[src/common/gfx_pkg.sv]
// --------------------------------------------------------------------------
// Shared geometry, CPU register map, configuration and colour types.
// The tile map is fixed at 8x8 tiles of 8x8 pixels, so map coordinates
// are always 6 bits and wrap modulo 64.
// ROM word address is {tile code, tile row, half}.
// --------------------------------------------------------------------------
`default_nettype none

package gfx_pkg;

    // Default raster geometry, one pixel per clock
    localparam int h_active = 64;
    localparam int h_total  = 256;
    localparam int v_active = 48;
    localparam int v_total  = 56;

    localparam int map_tiles = 8;
    localparam int rom_aw    = 12;

    // Register addresses with bit 7 clear; bit 7 set selects tile RAM
    typedef enum logic [7:0] {
        reg_scroll_x = 8'd0,
        reg_scroll_y = 8'd1,
        reg_ctrl     = 8'd2,
        reg_irq_ack  = 8'd3
    } reg_addr_t;

    typedef struct packed {
        logic [5:0] scroll_x;
        logic [5:0] scroll_y;
        logic       chr_en;
        logic       scr_en;
        logic       irq_en;
        logic [1:0] pal_bank;
    } gfx_cfg_t;

    // Layer flag is 1 for the scroll layer
    typedef struct packed {
        logic       layer;
        logic [1:0] pal_bank;
        logic [3:0] nibble;
    } pxl_color_t;

    typedef enum logic [2:0] {idle, code_rd, rom_req, rom_wait, next} fetch_state_t;

endpackage

`default_nettype wire

[src/common/line_wr_if.sv]
// --------------------------------------------------------------------------
// Line buffer write path. One write carries four pixels of one layer.
// x is the map column of the leftmost pixel and is 4-aligned.
// The target bank is not carried here.
// --------------------------------------------------------------------------
`timescale 1ns/1ps
`default_nettype none

interface line_wr_if;

    logic        we;
    // 0 chr, 1 scr
    logic        layer;
    logic [5:0]  x;
    // Leftmost pixel in bits 15..12
    logic [15:0] pix;

    modport fetch (
        output we, layer, x, pix
    );

    modport buffer (
        input we, layer, x, pix
    );

endinterface

`default_nettype wire

[src/design/gfx_cpu_port.sv]
// --------------------------------------------------------------------------
// CPU write port. No read-back. Writes to unused register addresses
// are dropped. Tile RAM read has one cycle of latency.
// irq_n stays low until written at the acknowledge address.
// --------------------------------------------------------------------------
`timescale 1ns/1ps
`default_nettype none

module gfx_cpu_port (
    input  logic              clk,
    input  logic              rst,
    input  logic              cpu_cs,
    input  logic              cpu_we,
    input  logic [7:0]        cpu_addr,
    input  logic [7:0]        cpu_din,
    input  logic              vblank_start,
    input  logic [6:0]        tile_rd_addr,
    output gfx_pkg::gfx_cfg_t cfg,
    output logic [7:0]        tile_code,
    output logic              irq_n
);

    logic       wr_en;
    logic [7:0] tile_ram [0:127];

    assign wr_en = cpu_cs && cpu_we;

    always_ff @(posedge clk, posedge rst) begin
        if (rst) begin
            cfg   <= '0;
            irq_n <= 1'b1;
        end else begin
            if (wr_en && !cpu_addr[7]) begin
                case (gfx_pkg::reg_addr_t'(cpu_addr))
                    gfx_pkg::reg_scroll_x: cfg.scroll_x <= cpu_din[5:0];
                    gfx_pkg::reg_scroll_y: cfg.scroll_y <= cpu_din[5:0];
                    gfx_pkg::reg_ctrl: begin
                        cfg.chr_en   <= cpu_din[0];
                        cfg.scr_en   <= cpu_din[1];
                        cfg.irq_en   <= cpu_din[2];
                        cfg.pal_bank <= cpu_din[5:4];
                    end
                    gfx_pkg::reg_irq_ack: irq_n <= 1'b1;
                    default: ;
                endcase
            end
            // A new vblank wins over an acknowledge in the same cycle
            if (vblank_start && cfg.irq_en) begin
                irq_n <= 1'b0;
            end
        end
    end

    // Bit 6 picks the layer, bits 5..0 the tile index
    always_ff @(posedge clk) begin
        if (wr_en && cpu_addr[7]) begin
            tile_ram[cpu_addr[6:0]] <= cpu_din;
        end
        tile_code <= tile_ram[tile_rd_addr];
    end

    a_irq_source: assert property (@(posedge clk) disable iff (rst)
        $fell(irq_n) |-> $past(vblank_start))
        else $error("irq_n fell without a vblank_start pulse");

endmodule

`default_nettype wire

[src/design/scan_timer.sv]
// --------------------------------------------------------------------------
// Raster counters. Both start at 0, inside an active line.
// Assumes h_active < h_total and v_active < v_total.
// fetch_start marks hcount 0 of the line before each active line.
// --------------------------------------------------------------------------
`timescale 1ns/1ps
`default_nettype none

module scan_timer #(
    parameter int h_active = gfx_pkg::h_active,
    parameter int h_total  = gfx_pkg::h_total,
    parameter int v_active = gfx_pkg::v_active,
    parameter int v_total  = gfx_pkg::v_total
) (
    input  logic                       clk,
    input  logic                       rst,
    output logic [$clog2(h_total)-1:0] hcount,
    output logic [$clog2(v_total)-1:0] vcount,
    output logic                       active,
    output logic                       fetch_start,
    output logic [5:0]                 fetch_line,
    output logic                       vblank,
    output logic                       vblank_start
);

    localparam int hw = $clog2(h_total);
    localparam int vw = $clog2(v_total);
    localparam logic [hw-1:0] h_last = hw'(h_total - 1);
    localparam logic [hw-1:0] h_act  = hw'(h_active);
    localparam logic [vw-1:0] v_last = vw'(v_total - 1);
    localparam logic [vw-1:0] v_act  = vw'(v_active);

    always_ff @(posedge clk, posedge rst) begin
        if (rst) begin
            hcount <= '0;
            vcount <= '0;
        end else if (hcount == h_last) begin
            hcount <= '0;
            vcount <= (vcount == v_last) ? '0 : vcount + 1'b1;
        end else begin
            hcount <= hcount + 1'b1;
        end
    end

    assign active       = (hcount < h_act) && (vcount < v_act);
    assign vblank       = vcount >= v_act;
    assign vblank_start = (hcount == '0) && (vcount == v_act);

    // Next line is active when this one is not the last active line,
    // or when this is the final blank line of the frame
    assign fetch_start = (hcount == '0) && ((vcount < v_act - 1'b1) || (vcount == v_last));
    assign fetch_line  = (vcount == v_last) ? 6'd0 : 6'(vcount + 1'b1);

    a_fetch_pulse: assert property (@(posedge clk) disable iff (rst)
        fetch_start |=> !fetch_start)
        else $error("fetch_start held longer than one cycle");

    // The blank pulse sits on the first cycle of vblank only
    a_vblank_pulse: assert property (@(posedge clk) disable iff (rst)
        vblank_start |-> $rose(vblank))
        else $error("vblank_start not on the rising edge of vblank");

endmodule

`default_nettype wire

[src/tilemap/tile_fetch.sv]
// --------------------------------------------------------------------------
// Fetches one line of both layers, chr first, then scr, 8 tiles each.
// One ROM request in flight at a time, two per tile (left then right half).
// Worst case fits in one line for ready delay <= 2 and response <= 3.
// --------------------------------------------------------------------------
`timescale 1ns/1ps
`default_nettype none

module tile_fetch (
    input  logic                        clk,
    input  logic                        rst,
    input  gfx_pkg::gfx_cfg_t           cfg,
    input  logic                        fetch_start,
    input  logic [5:0]                  fetch_line,
    input  logic                        rom_ready,
    input  logic                        rom_rsp_valid,
    input  logic [15:0]                 rom_data,
    input  logic [7:0]                  tile_code,
    output logic                        rom_valid,
    output logic [gfx_pkg::rom_aw-1:0]  rom_addr,
    output logic [6:0]                  tile_rd_addr,
    line_wr_if.fetch                    wr
);

    gfx_pkg::fetch_state_t state;
    logic       layer;
    logic [2:0] tile;
    logic       half;
    logic [5:0] line_q;
    logic [7:0] code_q;
    logic [5:0] map_row;

    // Scroll layer is offset vertically, wrapping on the 64 pixel map
    assign map_row      = layer ? line_q + cfg.scroll_y : line_q;
    assign tile_rd_addr = {layer, map_row[5:3], tile};

    assign rom_valid = (state == gfx_pkg::rom_req);
    assign rom_addr  = {code_q, map_row[2:0], half};

    // Response goes straight to the line buffer
    assign wr.we    = (state == gfx_pkg::rom_wait) && rom_rsp_valid;
    assign wr.layer = layer;
    assign wr.x     = {tile, half, 2'b00};
    assign wr.pix   = rom_data;

    always_ff @(posedge clk, posedge rst) begin
        if (rst) begin
            state <= gfx_pkg::idle;
            layer <= 1'b0;
            tile  <= 3'd0;
            half  <= 1'b0;
        end else begin
            case (state)
                gfx_pkg::idle: begin
                    if (fetch_start) begin
                        layer <= 1'b0;
                        tile  <= 3'd0;
                        half  <= 1'b0;
                        state <= gfx_pkg::next;
                    end
                end
                // Tile address settles here, code is out of RAM next cycle
                gfx_pkg::next:    state <= gfx_pkg::code_rd;
                gfx_pkg::code_rd: state <= gfx_pkg::rom_req;
                gfx_pkg::rom_req: begin
                    if (rom_ready) begin
                        state <= gfx_pkg::rom_wait;
                    end
                end
                gfx_pkg::rom_wait: begin
                    if (rom_rsp_valid) begin
                        half <= ~half;
                        if (!half) begin
                            state <= gfx_pkg::rom_req;
                        end else if (tile == 3'(gfx_pkg::map_tiles - 1)) begin
                            tile  <= 3'd0;
                            layer <= 1'b1;
                            state <= layer ? gfx_pkg::idle : gfx_pkg::next;
                        end else begin
                            tile  <= tile + 1'b1;
                            state <= gfx_pkg::next;
                        end
                    end
                end
                default: state <= gfx_pkg::idle;
            endcase
        end
    end

    always_ff @(posedge clk) begin
        if (state == gfx_pkg::idle && fetch_start) begin
            line_q <= fetch_line;
        end
        if (state == gfx_pkg::code_rd) begin
            code_q <= tile_code;
        end
    end

    a_start_idle: assert property (@(posedge clk) disable iff (rst)
        fetch_start |-> state == gfx_pkg::idle)
        else $error("fetch_start arrived in state %s", state.name());

    a_addr_hold: assert property (@(posedge clk) disable iff (rst)
        rom_valid && !rom_ready |=> rom_valid && $stable(rom_addr))
        else $error("ROM request dropped or changed in state %s", state.name());

endmodule

`default_nettype wire

[src/tilemap/line_buffer.sv]
// --------------------------------------------------------------------------
// Ping-pong line buffers, two banks per layer, 64 pixels per bank.
// Writes land in the bank of the fetched line's parity, reads use the
// displayed line's parity. Read data appears one cycle after rd_x.
// --------------------------------------------------------------------------
`timescale 1ns/1ps
`default_nettype none

module line_buffer (
    input  logic       clk,
    input  logic       rst,
    input  logic       fetch_par,
    input  logic       vcount_par,
    input  logic [5:0] rd_x_chr,
    input  logic [5:0] rd_x_scr,
    line_wr_if.buffer  wr,
    output logic [3:0] chr_pix,
    output logic [3:0] scr_pix
);

    // Address is {layer, bank, column}
    logic [3:0] mem [0:255];

    always_ff @(posedge clk) begin
        if (wr.we) begin
            for (int i = 0; i < 4; i++) begin
                mem[{wr.layer, fetch_par, wr.x[5:2], 2'(i)}] <= wr.pix[15 - 4*i -: 4];
            end
        end
    end

    always_ff @(posedge clk, posedge rst) begin
        if (rst) begin
            chr_pix <= 4'h0;
            scr_pix <= 4'h0;
        end else begin
            chr_pix <= mem[{1'b0, vcount_par, rd_x_chr}];
            scr_pix <= mem[{1'b1, vcount_par, rd_x_scr}];
        end
    end

endmodule

`default_nettype wire

[src/design/colour_mixer.sv]
// --------------------------------------------------------------------------
// Layer mixer. chr is fixed, scr scrolls horizontally by scroll_x.
// Output lags the active strobe by two cycles, without back-pressure.
// --------------------------------------------------------------------------
`timescale 1ns/1ps
`default_nettype none

module colour_mixer #(
    parameter int h_active = gfx_pkg::h_active
) (
    input  logic                        clk,
    input  logic                        rst,
    input  gfx_pkg::gfx_cfg_t           cfg,
    input  logic [$clog2(h_active)-1:0] hcount,
    input  logic                        active,
    input  logic [3:0]                  chr_pix,
    input  logic [3:0]                  scr_pix,
    output logic [5:0]                  rd_x_chr,
    output logic [5:0]                  rd_x_scr,
    output logic                        pxl_valid,
    output gfx_pkg::pxl_color_t         pxl_color
);

    logic [5:0] col;
    logic       act_q;
    logic [3:0] chr_n;
    logic [3:0] scr_n;

    // Map column wraps at 64 pixels
    assign col      = 6'(hcount);
    assign rd_x_chr = col;
    assign rd_x_scr = col + cfg.scroll_x;

    assign chr_n = cfg.chr_en ? chr_pix : 4'h0;
    assign scr_n = cfg.scr_en ? scr_pix : 4'h0;

    always_ff @(posedge clk, posedge rst) begin
        if (rst) begin
            act_q     <= 1'b0;
            pxl_valid <= 1'b0;
        end else begin
            act_q     <= active;
            pxl_valid <= act_q;
        end
    end

    // Opaque chr on top, otherwise scr even when transparent
    always_ff @(posedge clk) begin
        pxl_color.pal_bank <= cfg.pal_bank;
        pxl_color.layer    <= (chr_n == 4'h0);
        pxl_color.nibble   <= (chr_n != 4'h0) ? chr_n : scr_n;
    end

endmodule

`default_nettype wire

[src/design/gfx_top.sv]
// --------------------------------------------------------------------------
// Two-layer tile graphics block, single clock, one pixel per clock.
// ROM port allows one outstanding request, answered by one response.
// CPU writes are expected during vertical blank.
// --------------------------------------------------------------------------
`timescale 1ns/1ps
`default_nettype none

module gfx_top #(
    parameter int h_active = gfx_pkg::h_active,
    parameter int h_total  = gfx_pkg::h_total,
    parameter int v_active = gfx_pkg::v_active,
    parameter int v_total  = gfx_pkg::v_total
) (
    input  logic                       clk,
    input  logic                       rst,
    input  logic                       cpu_cs,
    input  logic                       cpu_we,
    input  logic [7:0]                 cpu_addr,
    input  logic [7:0]                 cpu_din,
    output logic                       rom_valid,
    input  logic                       rom_ready,
    output logic [gfx_pkg::rom_aw-1:0] rom_addr,
    input  logic                       rom_rsp_valid,
    input  logic [15:0]                rom_data,
    output logic                       pxl_valid,
    output gfx_pkg::pxl_color_t        pxl_color,
    output logic                       vblank,
    output logic                       irq_n
);

    gfx_pkg::gfx_cfg_t          cfg;
    logic [6:0]                 tile_rd_addr;
    logic [7:0]                 tile_code;
    logic [$clog2(h_total)-1:0] hcount;
    logic [$clog2(v_total)-1:0] vcount;
    logic                       active;
    logic                       fetch_start;
    logic [5:0]                 fetch_line;
    logic                       vblank_start;
    logic [5:0]                 rd_x_chr;
    logic [5:0]                 rd_x_scr;
    logic [3:0]                 chr_pix;
    logic [3:0]                 scr_pix;

    line_wr_if u_wr ();

    gfx_cpu_port u_cpu (
        .clk(clk), .rst(rst), .cpu_cs(cpu_cs), .cpu_we(cpu_we), .cpu_addr(cpu_addr),
        .cpu_din(cpu_din), .vblank_start(vblank_start), .tile_rd_addr(tile_rd_addr),
        .cfg(cfg), .tile_code(tile_code), .irq_n(irq_n)
    );

    scan_timer #(
        .h_active(h_active), .h_total(h_total), .v_active(v_active), .v_total(v_total)
    ) u_timer (
        .clk(clk), .rst(rst), .hcount(hcount), .vcount(vcount), .active(active),
        .fetch_start(fetch_start), .fetch_line(fetch_line), .vblank(vblank),
        .vblank_start(vblank_start)
    );

    tile_fetch u_fetch (
        .clk(clk), .rst(rst), .cfg(cfg), .fetch_start(fetch_start), .fetch_line(fetch_line),
        .rom_ready(rom_ready), .rom_rsp_valid(rom_rsp_valid), .rom_data(rom_data),
        .tile_code(tile_code), .rom_valid(rom_valid), .rom_addr(rom_addr),
        .tile_rd_addr(tile_rd_addr), .wr(u_wr.fetch)
    );

    line_buffer u_lbuf (
        .clk(clk), .rst(rst), .fetch_par(fetch_line[0]), .vcount_par(vcount[0]),
        .rd_x_chr(rd_x_chr), .rd_x_scr(rd_x_scr), .wr(u_wr.buffer),
        .chr_pix(chr_pix), .scr_pix(scr_pix)
    );

    colour_mixer #(.h_active(h_active)) u_mix (
        .clk(clk), .rst(rst), .cfg(cfg), .hcount(hcount[$clog2(h_active)-1:0]),
        .active(active), .chr_pix(chr_pix), .scr_pix(scr_pix), .rd_x_chr(rd_x_chr),
        .rd_x_scr(rd_x_scr), .pxl_valid(pxl_valid), .pxl_color(pxl_color)
    );

endmodule

`default_nettype wire

[config.mk]
export PLATFORM = sky130hd
export DESIGN_NAME = gfx_top
export DESIGN_NICKNAME = d
export VERILOG_FILES = /design/src/common/gfx_pkg.sv /design/src/common/line_wr_if.sv /design/src/design/gfx_cpu_port.sv /design/src/design/scan_timer.sv /design/src/tilemap/tile_fetch.sv /design/src/tilemap/line_buffer.sv /design/src/design/colour_mixer.sv /design/src/design/gfx_top.sv
export SDC_FILE = /design/constraint.sdc
export NUM_CORES = 2
export LEC_CHECK = 0
export ABC_CLOCK_PERIOD_IN_PS = 4330
export BUFFER_PORTS_ARGS = -buffer_cell sky130_fd_sc_hd__buf_2
export CORE_ASPECT_RATIO = 0.7
export CORE_UTILIZATION = 35
export CTS_CLUSTER_SIZE = 16
export DETAILED_ROUTE_END_ITERATION = 8
export GPL_TIMING_DRIVEN = 0
export MAX_ROUTING_LAYER = met4
export PLACE_DENSITY = 0.48
export SLEW_MARGIN = 10
export SYNTH_ARGS = -nofsm -noshare
export SYNTH_HDL_FRONTEND = slang
export SYNTH_HIERARCHICAL = 1
export SYNTH_SLANG_ARGS = --single-unit
[constraint.sdc]
create_clock -name clk -period 4.33 [get_ports clk]
set_input_delay 0.866 -clock clk [delete_from_list [all_inputs] [get_ports clk]]
set_output_delay 0.866 -clock clk [all_outputs]
set_load 0.03 [all_outputs]
Word-level counts from Yosys, hierarchy flattened --
Memories as Yosys holds them, arrays and structs flattened. A register that Yosys moved wholly into a read port is not among the register bits. Index checks and enable logic that the tools add are counted. W data, S select, Z words.
Storage, ports and cells: flip-flop bits (word level) 63, memories kept 2, logic and storage cells 107, RAM bits 2048, output and inout bits 23
Memory list:
- u_cpu.tile_ram | depth 128, bits a word 8, rd ports 1, clocked after Yosys merged registers in 1, write ports 1, line gfx_cpu_port.sv:24 | logic [7:0] tile_ram [0:127];
- u_lbuf.mem | depth 256, bits a word 4, rd ports 2, clocked after Yosys merged registers in 2, write ports 4, line line_buffer.sv:22 | logic [3:0] mem [0:255];
Operators by class: eq/ne operators 16, muxes and demuxes 32, add/sub/neg operators 5, reductions and logical operators 27, bitwise logic cells 1, order comparisons 4
Operators by type and width (number):
- $mux W3 | 10
- $eq A8 B2 Y1 const B | 2
- $logic_not A8 Y1 | 2
- $pmux W3 S5 | 1
- $add A6 B6 Y6 | 2
- $eq A6 B6 Y1 const B | 2
- $lt A6 B6 Y1 const B | 2
- $mux W1 | 12
- $mux W4 | 3
- $mux W6 | 2
- $logic_and A1 B1 Y1 | 9
- $add A8 B1 Y8 const B | 1
- $eq A8 B1 Y1 const B | 1
- $eq A8 B8 Y1 const B | 1
- $lt A8 B7 Y1 const B | 1
- $mux W8 | 1
- $reduce_and A2 Y1 | 4
- $add A6 B1 Y6 const B | 1
- $eq A3 B2 Y1 const B | 2
- $eq A3 B3 Y1 const B | 2
- $ge A6 B6 Y1 const B | 1
- $ne A2 B1 Y1 const B | 3
- $pmux W3 S2 | 1
- $reduce_and A3 Y1 | 2
- other kinds (13) | 17

Longest topological paths before layout --
depth after elaboration 5, mapped depth 12, gate-level depth less buffers 10

Cells and area by module --
The synthesis kept the hierarchy.
By module, submodules not included:
- gfx_cpu_port | seq. area each 31361.3 um^2, cells each 1668, times used 1, area each 40304.9 um^2
- line_buffer | seq. area each 30949.7 um^2, cells each 1542, times used 1, area each 39315.2 um^2
- tile_fetch | seq. area each 620.6 um^2, cells each 128, times used 1, area each 1402.6 um^2
- scan_timer | seq. area each 350.3 um^2, cells each 87, times used 1, area each 818.3 um^2
- colour_mixer | seq. area each 190.2 um^2, cells each 46, times used 1, area each 499.2 um^2

Worst setup path after synthesis --
Ideal clock, no wire load.
path kind flip-flop to flip-flop, start point register u_timer.hcount[0], end point register u_lbuf.scr_pix[0] (read register of u_lbuf.mem), cell stages (with the launch flop) 11, buffers on the path 2, path slack 798 ps, clock period less this slack 3532 ps, data required time 4205 ps, data arrival time 3407 ps, path through dfrtp_1 -> ha_1 -> inv_1 -> fa_1 -> xnor2_1 -> clkbuf_1 -> buf_1 -> mux4_2 -> mux4_2 -> mux4_2 -> mux2_2
Between the ends: cells in the longest elaborated chain, start to end 1
Ends and longest elaborated chain:
- start: declaration | line scan_timer.sv:17 | output logic [$clog2(h_total)-1:0] hcount,
- start signal: assignment | line scan_timer.sv:41 | hcount <= hcount + 1'b1;
- $add A6 B6 Y6 | line colour_mixer.sv:32 | assign rd_x_scr = col + cfg.scroll_x;
- named net rd_x_scr[2] | line gfx_top.sv:42 | logic [5:0] rd_x_scr;
- end: declaration | line line_buffer.sv:18 | output logic [3:0] scr_pix
The timed path passes the listed nets, and every way through them passes these cells. A chain may end at the register's enable or synchronous reset.

==> flow_summary.json <==
{
  "drt_iter0_markers": 3973,
  "fin_area_um2": 94220,
  "stdcell_count": 7012,
  "grt_max_degree": 101,
  "p_leak_nw": 28.86,
  "clockBufferDepth": 4,
  "syn_area_per_cell_um2": 23.74,
  "crit_top_cell": "mux4_2",
  "cp_cell_sequence": "clkbuf_1 > clkdlybuf4s15_1 > mux4_2 > mux4_2 > mux4_2 > mux2_2",
  "cp-start-kind": "register",
  "period_minus_slack_ps": 4326,
  "ant_nets": 0,
  "rsz0062_at_grt": "false",
  "syn_nets": 3524,
  "nFillCells": 20240,
  "die-width_um": 581.7,
  "grt_usage": 0.1896,
  "dieArea_um2": 237200,
  "grt.overflow.total": 0,
  "fmax_mhz": 231.1,
  "cp_max_fo": 10,
  "antenna_found_initial": 23,
  "arrival_ps": 5080,
  "place_worst_setup_slack_ps": -878.8,
  "vias": 38240,
  "viasPerCell": 5.453,
  "power_density_nw_per_um2": 522.2,
  "finalClockSkew_ps": 30.46,
  "post-route-period-util": 0.9992,
  "io_pins": 61,
  "routed_wl_um": 219200,
  "cts_max_level": 4,
  "clk_latency_ps": 880,
  "postSynthCellCount": 3468,
  "placed_cell_area_um2": 87120,
  "worst-path-buf-inv": 2,
  "io_buffers": 44,
  "irDropWorstVdd_mv": 0.3566,
  "hp-class": "input pin to register",
  "fin_total_pwr_mw": 49.20,
  "dpl.cell_count": 6614,
  "end_kind": "register",
  "relSlewSlack": 0.04217,
  "status": "complete, no violations",
  "crit_type": "register to register",
  "worstPathRequired_ps": 5090,
  "final_nets": 3814,
  "tns_ps": 0,
  "die-height_um": 407.8,
  "grt_pass1_wl_um": 306200,
  "cpPeakStageDelay_ps": 1010,
  "hold_violations": 0,
  "drcViolationCount": 0,
  "cts_tree": "built",
  "gp_congestion": 0.7972,
  "hpwlAfterDp_um": 137700,
  "core_area_um2": 233100,
  "setup_viol": 0,
  "setup_ws_ps": 3.640,
  "area_delta_synth_final_pct": 14.45,
  "firstDrtPassIters": 5,
  "grt_pass1_vias": 37880,
  "clock_sinks": 2127,
  "clk_pin_slew_worst_paths_ps": 60,
  "wl_per_cell_um": 31.26,
  "synth_area_um2": 82320,
  "cpMaxStageDelayCell": "clkdlybuf4s15_1",
  "initial_core_util": 0.3531,
  "crit_family": "multiplexers",
  "slew_violations": 0,
  "drv_cap": 0,
  "ys_warn_count": 6,
  "rows": 148,
  "drive_above_1_share": 0.3280,
  "worst_slew_pin_slew_ps": 1437,
  "cts_made_buffers": 217,
  "cts-root-buf": "clkbuf_16"
}
-- worst reg2reg max path, cell delays in order, from the launching register on --
cell and delay, ps:
dfrtp_1 550, clkbuf_1 750, clkdlybuf4s15_1 1030, mux4_2 490, mux4_2 610, mux4_2 510, mux2_2 300
-- power by group --
part           switching, mW  internal, mW  total, mW
clock                   7.87          10.8       18.6
combinational           4.62          3.12       7.74
sequential            0.0764          22.7       22.8
-- per-layer routing --
layer / GRT usage / up-vias / part of all wire
met4: 0.03075 / 0 / 0.015
met3: 0.03736 / 247 / 0.072
li1: - / 15390 / -
met1: 0.2974 / 21290 / 0.49
met5: - / - / 0
met2: 0.2569 / 1309 / 0.43
-- cell usage in the layout (no fill, tap or decap), types with 22 or more instances in the layout --
master,count
clkbuf_1,95
mux4_2,672
edfxtp_1,2062
buf_4,42
nor2_2,64
buf_2,89
clkbuf_16,220
buf_1,22
clkinv_1,49
clkbuf_2,25
nor2_1,146
dfrtp_1,49
bufinv_16,23
clkinv_2,31
nand2_1,39
mux2_2,37
-- worst paths after layout --
check / end / slack [ps] / startpoint / cells past startpoint
hold / removal: u_fetch/state[1]$_DFFE_PP0P_ / 280 / rom_rsp_valid / 2
max in group asynchronous: u_cpu/cfg[0]$_DFFE_PP0P_ / 2820 / rst / 3
setup reg to reg: u_cpu/tile_code[7]$_DFF_P_ / 4 / u_fetch/tile[2]$_DFFE_PP0P_ / 6
setup / recovery: u_cpu/tile_code[7]$_DFF_P_ / 4 / u_fetch/tile[2]$_DFFE_PP0P_ / 6
hold reg to reg: u_mix/pxl_color[4]$_DFF_P_ / 350 / u_cpu/cfg[0]$_DFFE_PP0P_ / 0
min in group asynchronous: u_mix/act_q$_DFF_PP0_ / 560 / rst / 3
-- registers in the layout (all words and copies together) (netlist names), 3 cells and up --
register,count
u_lbuf/scr_pix,4
u_fetch/line_q,6
u_mix/pxl_color,7
u_timer/hcount,8
u_cpu/tile_ram,1024
u_fetch/tile,3
u_fetch/code_q,8
u_fetch/state,3
u_lbuf/mem,1024
u_cpu/cfg,17
u_cpu/tile_code,8
u_timer/vcount,6
u_lbuf/chr_pix,4
-- repair_timing --
| action | 4_1_cts | 5_1_grt |
|---|---|---|
| hold endpoints to repair | 10 | 0 |
| hold buffers | 1 | 0 |
| setup endpoints to repair | 13 | 14 |
| resized for setup | 42 | 27 |
| setup buffers | 0 | 0 |
-- layout make-up --
cell class                 count  area, um2  area share
clock inverter               114       1154     0.01224
buffer                       198       1069     0.01134
antenna                        7      17.52   0.0001859
timing repair buffer          73      818.3    0.008685
inverter                      18      67.56   0.0007171
clock buffer                 277       5789     0.06145
sequential                  2127      63470      0.6737
multi-input combinational   1123      17980      0.1909
tap                         3075       3847     0.04084
-- through the flow --
stage	hold WS [ps]	util
6_report	277.0	0.4041
5_1_grt	259.9	0.4041
3_3_place_gp	342.6	0.3705
4_1_cts	205.9	0.4038
2_1_floorplan	331.2	-
3_5_place_dp	343.3	0.3737
No activity file was read; power rests on OpenSTA's default activity.
